**config.mk**
```make
export PLATFORM = sky130hd
export DESIGN_NAME = regalu_top
export DESIGN_NICKNAME = d
export VERILOG_FILES = /design/src/rtl/regalu_pkg.sv /design/src/rtl/regfile_if.sv /design/src/rtl/alu.sv /design/src/rtl/register_file.sv /design/src/rtl/op_sequencer.sv /design/src/rtl/regalu_top.sv
export VERILOG_INCLUDE_DIRS = /design/src /design/src/include
export SDC_FILE = /design/constraint.sdc
export NUM_CORES = 1
export LEC_CHECK = 0
export ABC_AREA = 1
export BUFFER_PORTS_ARGS = -buffer_cell sky130_fd_sc_hd__buf_2
export CORE_AREA = 4 4 90 156
export CTS_BUF_LIST = sky130_fd_sc_hd__clkbuf_8 sky130_fd_sc_hd__clkbuf_16
export CTS_CLUSTER_DIAMETER = 60
export DETAILED_ROUTE_END_ITERATION = 8
export DIE_AREA = 0 0 94 160
export RECOVER_POWER = 25
export SYNTH_ARGS = -nofsm -noshare
export SYNTH_HDL_FRONTEND = slang
export SYNTH_SLANG_ARGS = --single-unit
```
**constraint.sdc**
```tcl
create_clock -name clk -period 3.2 [get_ports clk]
set_input_delay 0.16 -clock clk [delete_from_list [all_inputs] [get_ports clk]]
set_output_delay 0.16 -clock clk [all_outputs]
set_load 0.05 [all_outputs]
```
**src/include/regalu_defs.svh**
```systemverilog
`ifndef REGALU_DEFS_SVH
`define REGALU_DEFS_SVH

// ********************************************************************
// datapath sizing
// ********************************************************************

`define REGALU_DATA_WIDTH 8   // operand and register width.
`define REGALU_REG_COUNT  8   // registers in the file.
`define REGALU_ADDR_WIDTH 3   // enough to index every register.

`endif

```
**src/rtl/regalu_pkg.sv**
```systemverilog
`default_nettype none

`include "regalu_defs.svh"

package regalu_pkg;

    // ********************************************************************
    // datapath types
    // ********************************************************************

    typedef logic [`REGALU_DATA_WIDTH-1:0] data_t;
    typedef logic [`REGALU_ADDR_WIDTH-1:0] reg_addr_t;

    typedef enum logic [1:0] {
        op_load = 2'd0,  // dest := imm.
        op_add  = 2'd1,  // dest := src_a + src_b.
        op_sub  = 2'd2,  // dest := src_a - src_b.
        op_read = 2'd3   // result := src_a without a write.
    } op_t;

    // ********************************************************************
    // sequencer states
    // ********************************************************************

    typedef enum logic [1:0] {
        st_idle = 2'd0,
        st_read = 2'd1,
        st_exec = 2'd2,
        st_ack  = 2'd3
    } seq_state_t;

endpackage

`default_nettype wire

```
**src/rtl/regfile_if.sv**
```systemverilog
`timescale 1ns/1ps
`default_nettype none

interface regfile_if;

    logic                  rd0_en;
    regalu_pkg::reg_addr_t rd0_addr;
    regalu_pkg::data_t     rd0_data;   // registered and valid one cycle after rd0_en.
    logic                  rd1_en;
    regalu_pkg::reg_addr_t rd1_addr;
    regalu_pkg::data_t     rd1_data;
    logic                  wr_en;
    regalu_pkg::reg_addr_t wr_addr;
    regalu_pkg::data_t     wr_data;

    modport seq (
        output rd0_en, rd0_addr,
        output rd1_en, rd1_addr,
        output wr_en, wr_addr, wr_data,
        input  rd0_data, rd1_data
    );

    modport regs (
        input  rd0_en, rd0_addr,
        input  rd1_en, rd1_addr,
        input  wr_en, wr_addr, wr_data,
        output rd0_data, rd1_data
    );

    // operand side only.
    modport alu (
        input  rd0_data, rd1_data
    );

endinterface

`default_nettype wire

```
**src/rtl/alu.sv**
```systemverilog
`timescale 1ns/1ps
`default_nettype none

`include "regalu_defs.svh"

module alu (
    input  regalu_pkg::data_t a,
    input  regalu_pkg::data_t b,
    input  logic              subtract,
    output regalu_pkg::data_t sum,
    output logic              cout
);

    // ********************************************************************
    // elaboration check
    // ********************************************************************

    if ($bits(regalu_pkg::data_t) != `REGALU_DATA_WIDTH) begin : g_width_check
        $error("alu: data_t width does not match REGALU_DATA_WIDTH");
    end

    // ********************************************************************
    // adder / subtractor
    // ********************************************************************

    regalu_pkg::data_t           b_eff;
    logic [`REGALU_DATA_WIDTH:0] full_sum;

    // two's complement subtract is a + ~b + 1.
    assign b_eff = subtract ? ~b : b;

    always_comb begin
        full_sum = {1'b0, a}
                 + {1'b0, b_eff}
                 + {{`REGALU_DATA_WIDTH{1'b0}}, subtract};  // carry in.
    end

    // for subtract, cout high means no borrow.
    assign sum  = full_sum[`REGALU_DATA_WIDTH-1:0];
    assign cout = full_sum[`REGALU_DATA_WIDTH];

endmodule

`default_nettype wire

```
**src/rtl/register_file.sv**
```systemverilog
`timescale 1ns/1ps
`default_nettype none

`include "regalu_defs.svh"

module register_file (
    input  logic   clk,
    input  logic   reset,
    regfile_if.regs regs
);

    regalu_pkg::data_t mem [`REGALU_REG_COUNT];

    // ********************************************************************
    // write port
    // ********************************************************************

    always_ff @(posedge clk) begin
        if (reset) begin
            for (int i = 0; i < `REGALU_REG_COUNT; i++) begin
                mem[i] <= '0;
            end
        end else if (regs.wr_en) begin
            mem[regs.wr_addr] <= regs.wr_data;
        end
    end

    // ********************************************************************
    // read ports
    // ********************************************************************

    // same-cycle write to the read address returns the old value.
    always_ff @(posedge clk) begin
        if (regs.rd0_en) begin
            regs.rd0_data <= mem[regs.rd0_addr];
        end
    end

    always_ff @(posedge clk) begin
        if (regs.rd1_en) begin
            regs.rd1_data <= mem[regs.rd1_addr];
        end
    end

    // ********************************************************************
    // checks
    // ********************************************************************

    // one write-back per instruction, so writes never come back to back.
    a_single_write: assert property (
        @(posedge clk) disable iff (reset)
        regs.wr_en |=> !regs.wr_en
    ) else $error("register_file: wr_en high in two consecutive cycles");

endmodule

`default_nettype wire

```
**src/rtl/op_sequencer.sv**
```systemverilog
`timescale 1ns/1ps
`default_nettype none

module op_sequencer (
    input  logic                  clk,
    input  logic                  reset,
    input  logic                  req,
    input  regalu_pkg::op_t       opcode,
    input  regalu_pkg::reg_addr_t dest,
    input  regalu_pkg::reg_addr_t src_a,
    input  regalu_pkg::reg_addr_t src_b,
    input  regalu_pkg::data_t     imm,
    output logic                  ack,
    output regalu_pkg::data_t     result,
    output logic                  carry,
    regfile_if.seq                rf,
    input  regalu_pkg::data_t     sum,
    input  logic                  cout,
    output logic                  subtract
);

    regalu_pkg::seq_state_t state;
    regalu_pkg::seq_state_t state_next;

    regalu_pkg::op_t        op_q;
    regalu_pkg::reg_addr_t  dest_q;
    regalu_pkg::reg_addr_t  src_a_q;
    regalu_pkg::reg_addr_t  src_b_q;
    regalu_pkg::data_t      imm_q;

    logic accept;

    assign accept = (state == regalu_pkg::st_idle) && req;

    // ********************************************************************
    // state machine
    // ********************************************************************

    always_comb begin
        state_next = state;
        unique case (state)
            regalu_pkg::st_idle: begin
                if (req) begin
                    state_next = regalu_pkg::st_read;
                end
            end
            regalu_pkg::st_read: state_next = regalu_pkg::st_exec;
            regalu_pkg::st_exec: state_next = regalu_pkg::st_ack;
            regalu_pkg::st_ack: begin
                if (!req) begin
                    state_next = regalu_pkg::st_idle;  // host has seen ack.
                end
            end
            default: state_next = regalu_pkg::st_idle;
        endcase
    end

    always_ff @(posedge clk) begin
        if (reset) begin
            state <= regalu_pkg::st_idle;
        end else begin
            state <= state_next;
        end
    end

    // instruction is captured once and held for the whole sequence.
    always_ff @(posedge clk) begin
        if (accept) begin
            op_q    <= opcode;
            dest_q  <= dest;
            src_a_q <= src_a;
            src_b_q <= src_b;
            imm_q   <= imm;
        end
    end

    // ********************************************************************
    // register file and alu control
    // ********************************************************************

    assign rf.rd0_en   = (state == regalu_pkg::st_read);
    assign rf.rd0_addr = src_a_q;
    assign rf.rd1_en   = (state == regalu_pkg::st_read);
    assign rf.rd1_addr = src_b_q;

    assign subtract    = (op_q == regalu_pkg::op_sub);

    assign rf.wr_en    = (state == regalu_pkg::st_exec) && (op_q != regalu_pkg::op_read);
    assign rf.wr_addr  = dest_q;
    assign rf.wr_data  = (op_q == regalu_pkg::op_load) ? imm_q : sum;

    assign ack = (state == regalu_pkg::st_ack);

    // ********************************************************************
    // result and carry
    // ********************************************************************

    always_ff @(posedge clk) begin
        if (reset) begin
            result <= '0;
            carry  <= 1'b0;
        end else if (state == regalu_pkg::st_exec) begin
            unique case (op_q)
                regalu_pkg::op_load: begin
                    result <= imm_q;
                    carry  <= 1'b0;
                end
                regalu_pkg::op_read: begin
                    result <= rf.rd0_data;
                    carry  <= 1'b0;
                end
                default: begin     // add and sub.
                    result <= sum;
                    carry  <= cout;
                end
            endcase
        end
    end

    // ********************************************************************
    // handshake checks
    // ********************************************************************

    a_ack_after_req_low: assert property (
        @(posedge clk) disable iff (reset)
        $fell(ack) |-> !$past(req)
    ) else $error("op_sequencer: ack dropped while req was still high");

    // host must hold the instruction until it sees ack.
    a_inputs_stable: assert property (
        @(posedge clk) disable iff (reset)
        (req && !ack && $past(req && !ack)) |-> $stable({opcode, dest, src_a, src_b, imm})
    ) else $error("op_sequencer: host changed the instruction before ack");

endmodule

`default_nettype wire

```
**src/rtl/regalu_top.sv**
```systemverilog
`timescale 1ns/1ps
`default_nettype none

module regalu_top (
    input  logic                  clk,
    input  logic                  reset,
    input  logic                  req,
    input  regalu_pkg::op_t       opcode,
    input  regalu_pkg::reg_addr_t dest,
    input  regalu_pkg::reg_addr_t src_a,
    input  regalu_pkg::reg_addr_t src_b,
    input  regalu_pkg::data_t     imm,
    output logic                  ack,
    output regalu_pkg::data_t     result,
    output logic                  carry
);

    regalu_pkg::data_t alu_sum;
    logic              alu_cout;
    logic              alu_subtract;

    regfile_if rf_bus ();

    // ********************************************************************
    // sequencer
    // ********************************************************************

    op_sequencer i_seq (
        .clk      (clk),
        .reset    (reset),
        .req      (req),
        .opcode   (opcode),
        .dest     (dest),
        .src_a    (src_a),
        .src_b    (src_b),
        .imm      (imm),
        .ack      (ack),
        .result   (result),
        .carry    (carry),
        .rf       (rf_bus.seq),
        .sum      (alu_sum),
        .cout     (alu_cout),
        .subtract (alu_subtract)
    );

    // ********************************************************************
    // datapath
    // ********************************************************************

    register_file i_regs (
        .clk   (clk),
        .reset (reset),
        .regs  (rf_bus.regs)
    );

    // operands come straight off the registered read ports.
    alu i_alu (
        .a        (rf_bus.rd0_data),
        .b        (rf_bus.rd1_data),
        .subtract (alu_subtract),
        .sum      (alu_sum),
        .cout     (alu_cout)
    );

endmodule

`default_nettype wire

```
==> results of run 1 <==
==> metrics by stage <==
step / hold WS [ns] / utilization / std cells / total power (W) / setup slack, ns
6_report: 0.04354 / 0.5050 / 810 / 0.005465 / 0.5233
5_1_grt: 0.04365 / 0.5050 / 810 / 0.005792 / 0.4055
4_1_cts: 0.01280 / 0.5067 / 810 / 0.005492 / 0.5271
3_5_place_dp: 0.3388 / 0.4665 / 777 / 0.004202 / 0.5350
3_3_place_gp: 0.3381 / 0.4665 / 777 / 0.004138 / 0.6236
2_1_floorplan: 0.2589 / - / 593 / 0.003584 / 0.9380
==> registers in the layout (all words and copies together) (netlist names) <==
register / count
i_seq.rf.rd0_addr: 3
i_seq.imm_q: 8
i_regs.regs.rd0_data: 8
i_seq.carry: 1
i_regs.regs.rd1_data: 8
i_seq.state: 2
i_regs.mem: 64
i_seq.rf.rd1_addr: 3
i_seq.result: 8
i_seq.rf.wr_addr: 3
i_seq.op_q: 2
==> area by class of cell <==
type / count / area (um2) / area share
Inverter: 59 / 221.5 / 0.03426
Tap cell: 171 / 214.0 / 0.03310
Clock inverter: 7 / 120.1 / 0.01858
Multi-Input combinational cell: 399 / 2135 / 0.3302
Sequential cell: 110 / 3193 / 0.4940
Timing Repair Buffer: 55 / 355.3 / 0.05497
Clock buffer: 9 / 225.2 / 0.03484
==> how the worst max path moves through the flow <==
stage                                     endpoint  slack (ns)  cells past startpoint
floorplan           i_regs.mem[0][6]$_SDFFCE_PN0P_        0.94                     10
global placement    i_regs.mem[5][6]$_SDFFCE_PN0P_        0.62                     10
detailed placement  i_regs.mem[7][6]$_SDFFCE_PN0P_        0.54                     10
CTS                 i_regs.mem[7][6]$_SDFFCE_PN0P_        0.53                     10
global route        i_regs.mem[5][6]$_SDFFCE_PN0P_        0.41                     10
finish              i_regs.mem[7][6]$_SDFFCE_PN0P_        0.52                     10
==> report_power, final <==
part / internal [W] / total [W] / switching [W] / leakage [nW]
Combinational: 0.000632 / 0.00219 / 0.00155 / 1.25
Sequential: 0.00185 / 0.00200 / 0.000142 / 1.08
Clock: 0.000768 / 0.00128 / 0.000516 / 0.168
Total: 0.00325 / 0.00547 / 0.00221 / 2.50
==> per-layer routing <==
layer	up-vias	routed length (um)
li1	2138	-
met1	2085	5342
met2	155	8399
met3	43	550
met4	0	707
met5	-	0
==> critical path: cells and delay by family, from the launching register on <==
kind	cells	cell delay (ns)
flops	1	0.40
buf+inv	1	0.12
simple gates	4	0.44
compound gates	2	0.34
fa+ha+maj	2	0.93
xor+xnor	1	0.20
==> what timing repair did <==
| action | CTS | global route |
|---|---|---|
| hold buffers | 17 | 0 |
| setup endpoints to repair | 0 | 0 |
| endpoints found under the hold margin | 17 | 0 |
| setup buffers | 0 | 0 |
==> cell usage after synthesis <==
cell type and number:
edfxtp_1 99, a21oi_1 81, nor2_1 81, nand2_1 76, o21ai_0 68, inv_1 53, ha_1 17, a31oi_1 16
o211ai_1 16, buf_2 14, dfxtp_1 11, nand2_2 11, clkbuf_1 10, xor2_1 8, inv_2 5, nand3_1 5
nand3_4 3, o21a_1 3, xnor2_1 3, nor2_2 2, a211oi_1 1, a221oi_1 1, buf_6 1, clkinv_1 1
fa_1 1, mux2_2 1, nand3_2 1, nand3b_2 1, nand4_1 1, nor3_1 1, o21ai_2 1
==> logic make-up after synthesis <==
group | after synthesis | share of synthesized area
buf+inv | 84 | 0.06004
mux | 1 | 0.001987
flops | 110 | 0.5634
xor+xnor | 11 | 0.01700
compound gates | 187 | 0.1788
fa+ha+maj | 18 | 0.04106
simple gates | 182 | 0.1377
==> run_results.csv, run 1 <==
group,metric,value,unit
critical_path,required,3.29,ns
final_layout,area_growth,14.04,%
cts,htree_levels,3,
global_routing,grt_max_degree,32,
die,initial_core_util,0.4428,
hold_path,hold_end,"i_seq.op_q[0]$_DFFE_PP_",
placement,port-buffer-count,31,
hold_path,hold_path.class,"in -> reg",
sta,tightest_slew,1.240,ns
yosys,synth_top_area_share,0.5245,
global_routing,grt.busiest_layer,"met2",
cts,cts_tree,"built",
status,status,"finished, final reports clean",
cts,cts_root_buf,"clkbuf_16",
final_layout,final_common_cell,"edfxtp_1",
cts,numCtsBuffers,9,
yosys,yosysUniqueCellTypes,31,
critical_path,rr_worst_depth,10,
cts,clock_sink_count,110,
detailed_routing,wl_per_cell,18.52,um
critical_path,slowest_stage,"fa_1",
critical_path,rrSetupSlack,0.52,ns
final_layout,most-common-layout-cells,"edfxtp_1, a21oi_1, nor2_1, nand2_1, o21ai_0",
global_routing,track_usage,0.2063,
critical_path,reg2reg_to,"i_regs.mem[7][6]$_SDFFCE_PN0P_",
sta,drv_slew,0,
pwr,irDropWorstVdd,0.2991,mV
die,ios,32,
detailed_routing,ant_nets,0,
sta,clock.fmax,0.3736,GHz
yosys,ys_seq_elements,110,
global_routing,grt_pass1_wl,23470,um
die,core_area,12800,um2
die,rows,55,
die,die_h,160,um
yosys,ys_top_cells_by_area,"edfxtp_1, a21oi_1, o21ai_0",
yosys,synth.avg_cell_area,9.558,um2
final_layout,design_area,6464,um2
global_routing,grt_pass1_vias,4552,
placement,place_congestion,0.9320,
run,maxCapViolCount,0,
detailed_routing,initialDrtViolationCount,294,
global_routing,grt-ovfl-total,0,
critical_path,cpMostUsedCell,"nand2_1",
critical_path,critPathMaxFanout,8,
critical_path,worstSetupPathType,"reg -> reg",
hold_path,hold_start,"opcode[0]",
critical_path,worstPathArrival,2.77,ns
sta,setup_tns,0,ns
pwr,cellPowerDensity,845.5,nW/um2
critical_path,crit_path_start,"i_seq.op_q[0]$_DFFE_PP_",
pwr,leakagePower,2.501,nW
die,die_w,94,um
detailed_routing,wl,15000,um
sta,hold_violations,0,
critical_path,reg2reg_from,"i_seq.op_q[0]$_DFFE_PP_",
sta,finalSetupViolCount,0,
critical_path,worstSetupEndpointType,"register",
final_layout,diodes,0,
sta,rsz0062_at_grt,"false",
detailed_routing,num_vias,4421,
critical_path,crit_chain,"inv_1 -> ha_1 -> xnor2_1 -> fa_1 -> o21ai_2 -> nand2_1 -> nand2_1 -> nand2_1 -> nand3_4 -> a21oi_1",
yosys,yosysWarnings,0,
cts,cts_buffer_depth,2,
final_layout,finalNetCount,674,
detailed_routing,drc_errors,0,
global_routing,grt_util_met2,0.3876,
sta,clock_skew,0.008313,ns
yosys,yosys.area.top_type,"edfxtp_1",
cts,path_clk_slew,0.07,ns
sta,slew_headroom,0.1733,
yosys,synthesis.instances,593,
sta,fin_crit,2.677,ns
global_routing,grtUsageMet1,0.2093,
cts,insertion_delay,0.35,ns
global_routing,antenna_found_initial,0,
placement,postPlaceCellArea,5971,um2
critical_path,startpoint_type,"register",
hold_path,hold_depth,1,
cts,cts_resized,0,
final_layout,drive_gt1_frac,0.09703,
placement,hpwl,11290,um
yosys,syn_nets,633,
sta,min_period_over_period,0.8365,
critical_path,slowest_delay,0.49,ns
detailed_routing,avgViaCountPerCell,5.458,
detailed_routing,drtPass1Iterations,8,
die,die_area,15040,um2
yosys,ys_seq_area_frac,0.5634,
final_layout,fill_cells,1232,
global_routing,grtUsageMet3,0.02639,
yosys,synthesis.area,5668,um2
(Power assumes the default switching activity.)
==> run 2, diff against run 1 <==
==> constraint.sdc (replaced) <==
create_clock -name clk -period 2.7 [get_ports clk]
set_input_delay 0.135 -clock clk [delete_from_list [all_inputs] [get_ports clk]]
set_output_delay 0.135 -clock clk [all_outputs]
set_load 0.05 [all_outputs]
==> run_results.csv, run 2 (synthesis gave the netlist of run 1 again) <==
group,metric,value,unit
detailed_routing,drtPass1Iterations,5,
detailed_routing,initialDrtViolationCount,271,
die,die_w,94,um
final_layout,most-common-layout-cells,"edfxtp_1, a21oi_1, nor2_1, nand2_1, o21ai_0",
sta,clock.fmax,0.4061,GHz
cts,cts_resized,0,
critical_path,rrSetupSlack,0.24,ns
global_routing,antenna_found_initial,0,
critical_path,slowest_stage,"edfxtp_1",
cts,path_clk_slew,0.07,ns
die,ios,32,
die,core_area,12800,um2
sta,slew_headroom,0.4098,
critical_path,required,2.90,ns
critical_path,crit_chain,"inv_1 -> ha_1 -> buf_4 -> xor2_1 -> ha_1 -> a21oi_1 -> o21ai_2 -> nand2_1 -> nand2_1 -> nand2_1 -> nand3_4 -> a21oi_1",
placement,place_congestion,0.8583,
critical_path,slowest_delay,0.40,ns
cts,insertion_delay,0.35,ns
critical_path,cp_top_family,"adder cells",
critical_path,crit_path_start,"i_seq.op_q[0]$_DFFE_PP_",
critical_path,path_buf_inv,2,
global_routing,track_usage,0.1948,
final_layout,multi_input_area,2135,um2
critical_path,critPathMaxFanout,8,
cts,cts_buffer_depth,2,
cts,numCtsBuffers,9,
final_layout,finalNetCount,679,
critical_path,cp.depth,12,
final_layout,fill_cells,1186,
detailed_routing,avgViaCountPerCell,5.483,
die,die_area,15040,um2
placement,hpwl,10740,um
detailed_routing,ant_nets,0,
sta,min_period_over_period,0.9120,
hold_path,hold_path.class,"in -> reg",
detailed_routing,drc_errors,0,
sta,clock_skew,0.007290,ns
critical_path,worstSetupEndpointType,"register",
final_layout,fin_util,0.5063,
sta,tightest_slew,0.8843,ns
global_routing,grt_pass1_wl,22330,um
sta,rsz0062_at_grt,"false",
cts,cts_tree,"built",
pwr,power,0.006356,W
die,initial_core_util,0.4428,
sta,finalSetupViolCount,0,
global_routing,grt.busiest_layer,"met2",
cts,htree_levels,3,
die,die_h,160,um
final_layout,diodes,0,
global_routing,grtUsageMet1,0.1872,
cts,clock_sink_count,110,
sta,hold_violations,0,
detailed_routing,num_vias,4469,
final_layout,area_growth,14.33,%
placement,pre_cts_ws,0.2562,ns
detailed_routing,wl_per_cell,17.37,um
final_layout,final_common_cell,"edfxtp_1",
final_layout,register_area,3193,um2
global_routing,grtUsageMet3,0.02545,
run,maxCapViolCount,0,
critical_path,crit_end,"i_regs.mem[6][6]$_SDFFCE_PN0P_",
critical_path,worstSetupPathType,"reg -> reg",
sta,drv_slew,0,
detailed_routing,wl,14160,um
die,rows,55,
placement,port-buffer-count,31,
critical_path,reg2reg_from,"i_seq.op_q[0]$_DFFE_PP_",
sta,fin_crit,2.463,ns
pwr,leakagePower,2.508,nW
pwr,irDropWorstVdd,0.3030,mV
global_routing,grt_pass1_vias,4518,
critical_path,worstPathArrival,2.66,ns
sta,worst_slack,0.2375,ns
final_layout,drive_gt1_frac,0.09627,
critical_path,cpMostUsedCell,"nand2_1",
global_routing,grt-ovfl-total,0,
final_layout,largest_reg_flops,64,
critical_path,rr_worst_depth,12,
cts,cts_root_buf,"clkbuf_16",
pwr,cellPowerDensity,980.9,nW/um2
global_routing,grt_util_met2,0.3847,
global_routing,grt_max_degree,42,
status,status,"finished, final reports clean",
final_layout,regMostFlops,"i_regs.mem",
critical_path,startpoint_type,"register",
critical_path,reg2reg_to,"i_regs.mem[6][6]$_SDFFCE_PN0P_",
sta,setup_tns,0,ns
[run 2: changes by cell type in the layout (fill, tap and decap cells not counted)]
cell / delta
buf_2: -2
buf_4: +3
bufinv_16: -1
clkbuf_1: +2
clkinv_1: +1
clkinv_4: -1
dlygate4sd3_1: +2
inv_8: +1
[run 2: layer usage]
| metal | routed length [um] | share of wire | up-vias |
|---|---|---|---|
| met1 | 4966 | 0.35 | 2126 |
| met2 | 8207 | 0.58 | 145 |
| li1 | - | - | 2156 |
| met4 | 535 | 0.038 | 0 |
| met3 | 449 | 0.032 | 42 |
| met5 | 0 | 0 | - |
[run 2: timing repair]
action | in CTS | in global routing
hold endpoints to repair | 19 | 0
hold buffers | 19 | 0
setup buffers | 0 | 0
[run 2: worst min path at each step]
stage / slack [ns] / start / cells past startpoint / to
final: 0.12 / reset / 2 / i_seq.result[2]$_SDFFE_PP0P_
after global routing: 0.13 / reset / 2 / i_seq.result[6]$_SDFFE_PP0P_
after CTS: 0.12 / reset / 2 / i_seq.result[2]$_SDFFE_PP0P_
after detailed placement: 0.31 / src_a[0] / 1 / i_seq.rf.rd0_addr[0]$_DFFE_PP_
after global placement: 0.31 / src_b[0] / 1 / i_seq.rf.rd1_addr[0]$_DFFE_PP_
after floorplan: 0.23 / imm[0] / 0 / i_seq.imm_q[0]$_DFFE_PP_
[run 2: layout make-up]
type | count | area share
Multi-Input combinational cell | 399 | 0.3294
Sequential cell | 110 | 0.4928
Clock buffer | 9 | 0.03476
Inverter | 59 | 0.03418
Timing Repair Buffer | 60 | 0.06102
Tap cell | 171 | 0.03302
Clock inverter | 7 | 0.01487
[run 2: through the flow]
stage / instance area [um2] / hold WS [ns] / cells
2_1_floorplan: 5668 / 0.2339 / 593
3_3_place_gp: 5993 / 0.3118 / 780
3_5_place_dp: 5993 / 0.3134 / 780
4_1_cts: 6505 / 0.1195 / 815
5_1_grt: 6480 / 0.1277 / 815
6_report: 6480 / 0.1188 / 815
[run 2: power by group]
part,switching (W),total [W],internal [W]
sequential,0.000162,0.00236,0.00220
combinational,0.00181,0.00256,0.000757
clock,0.000618,0.00144,0.000819
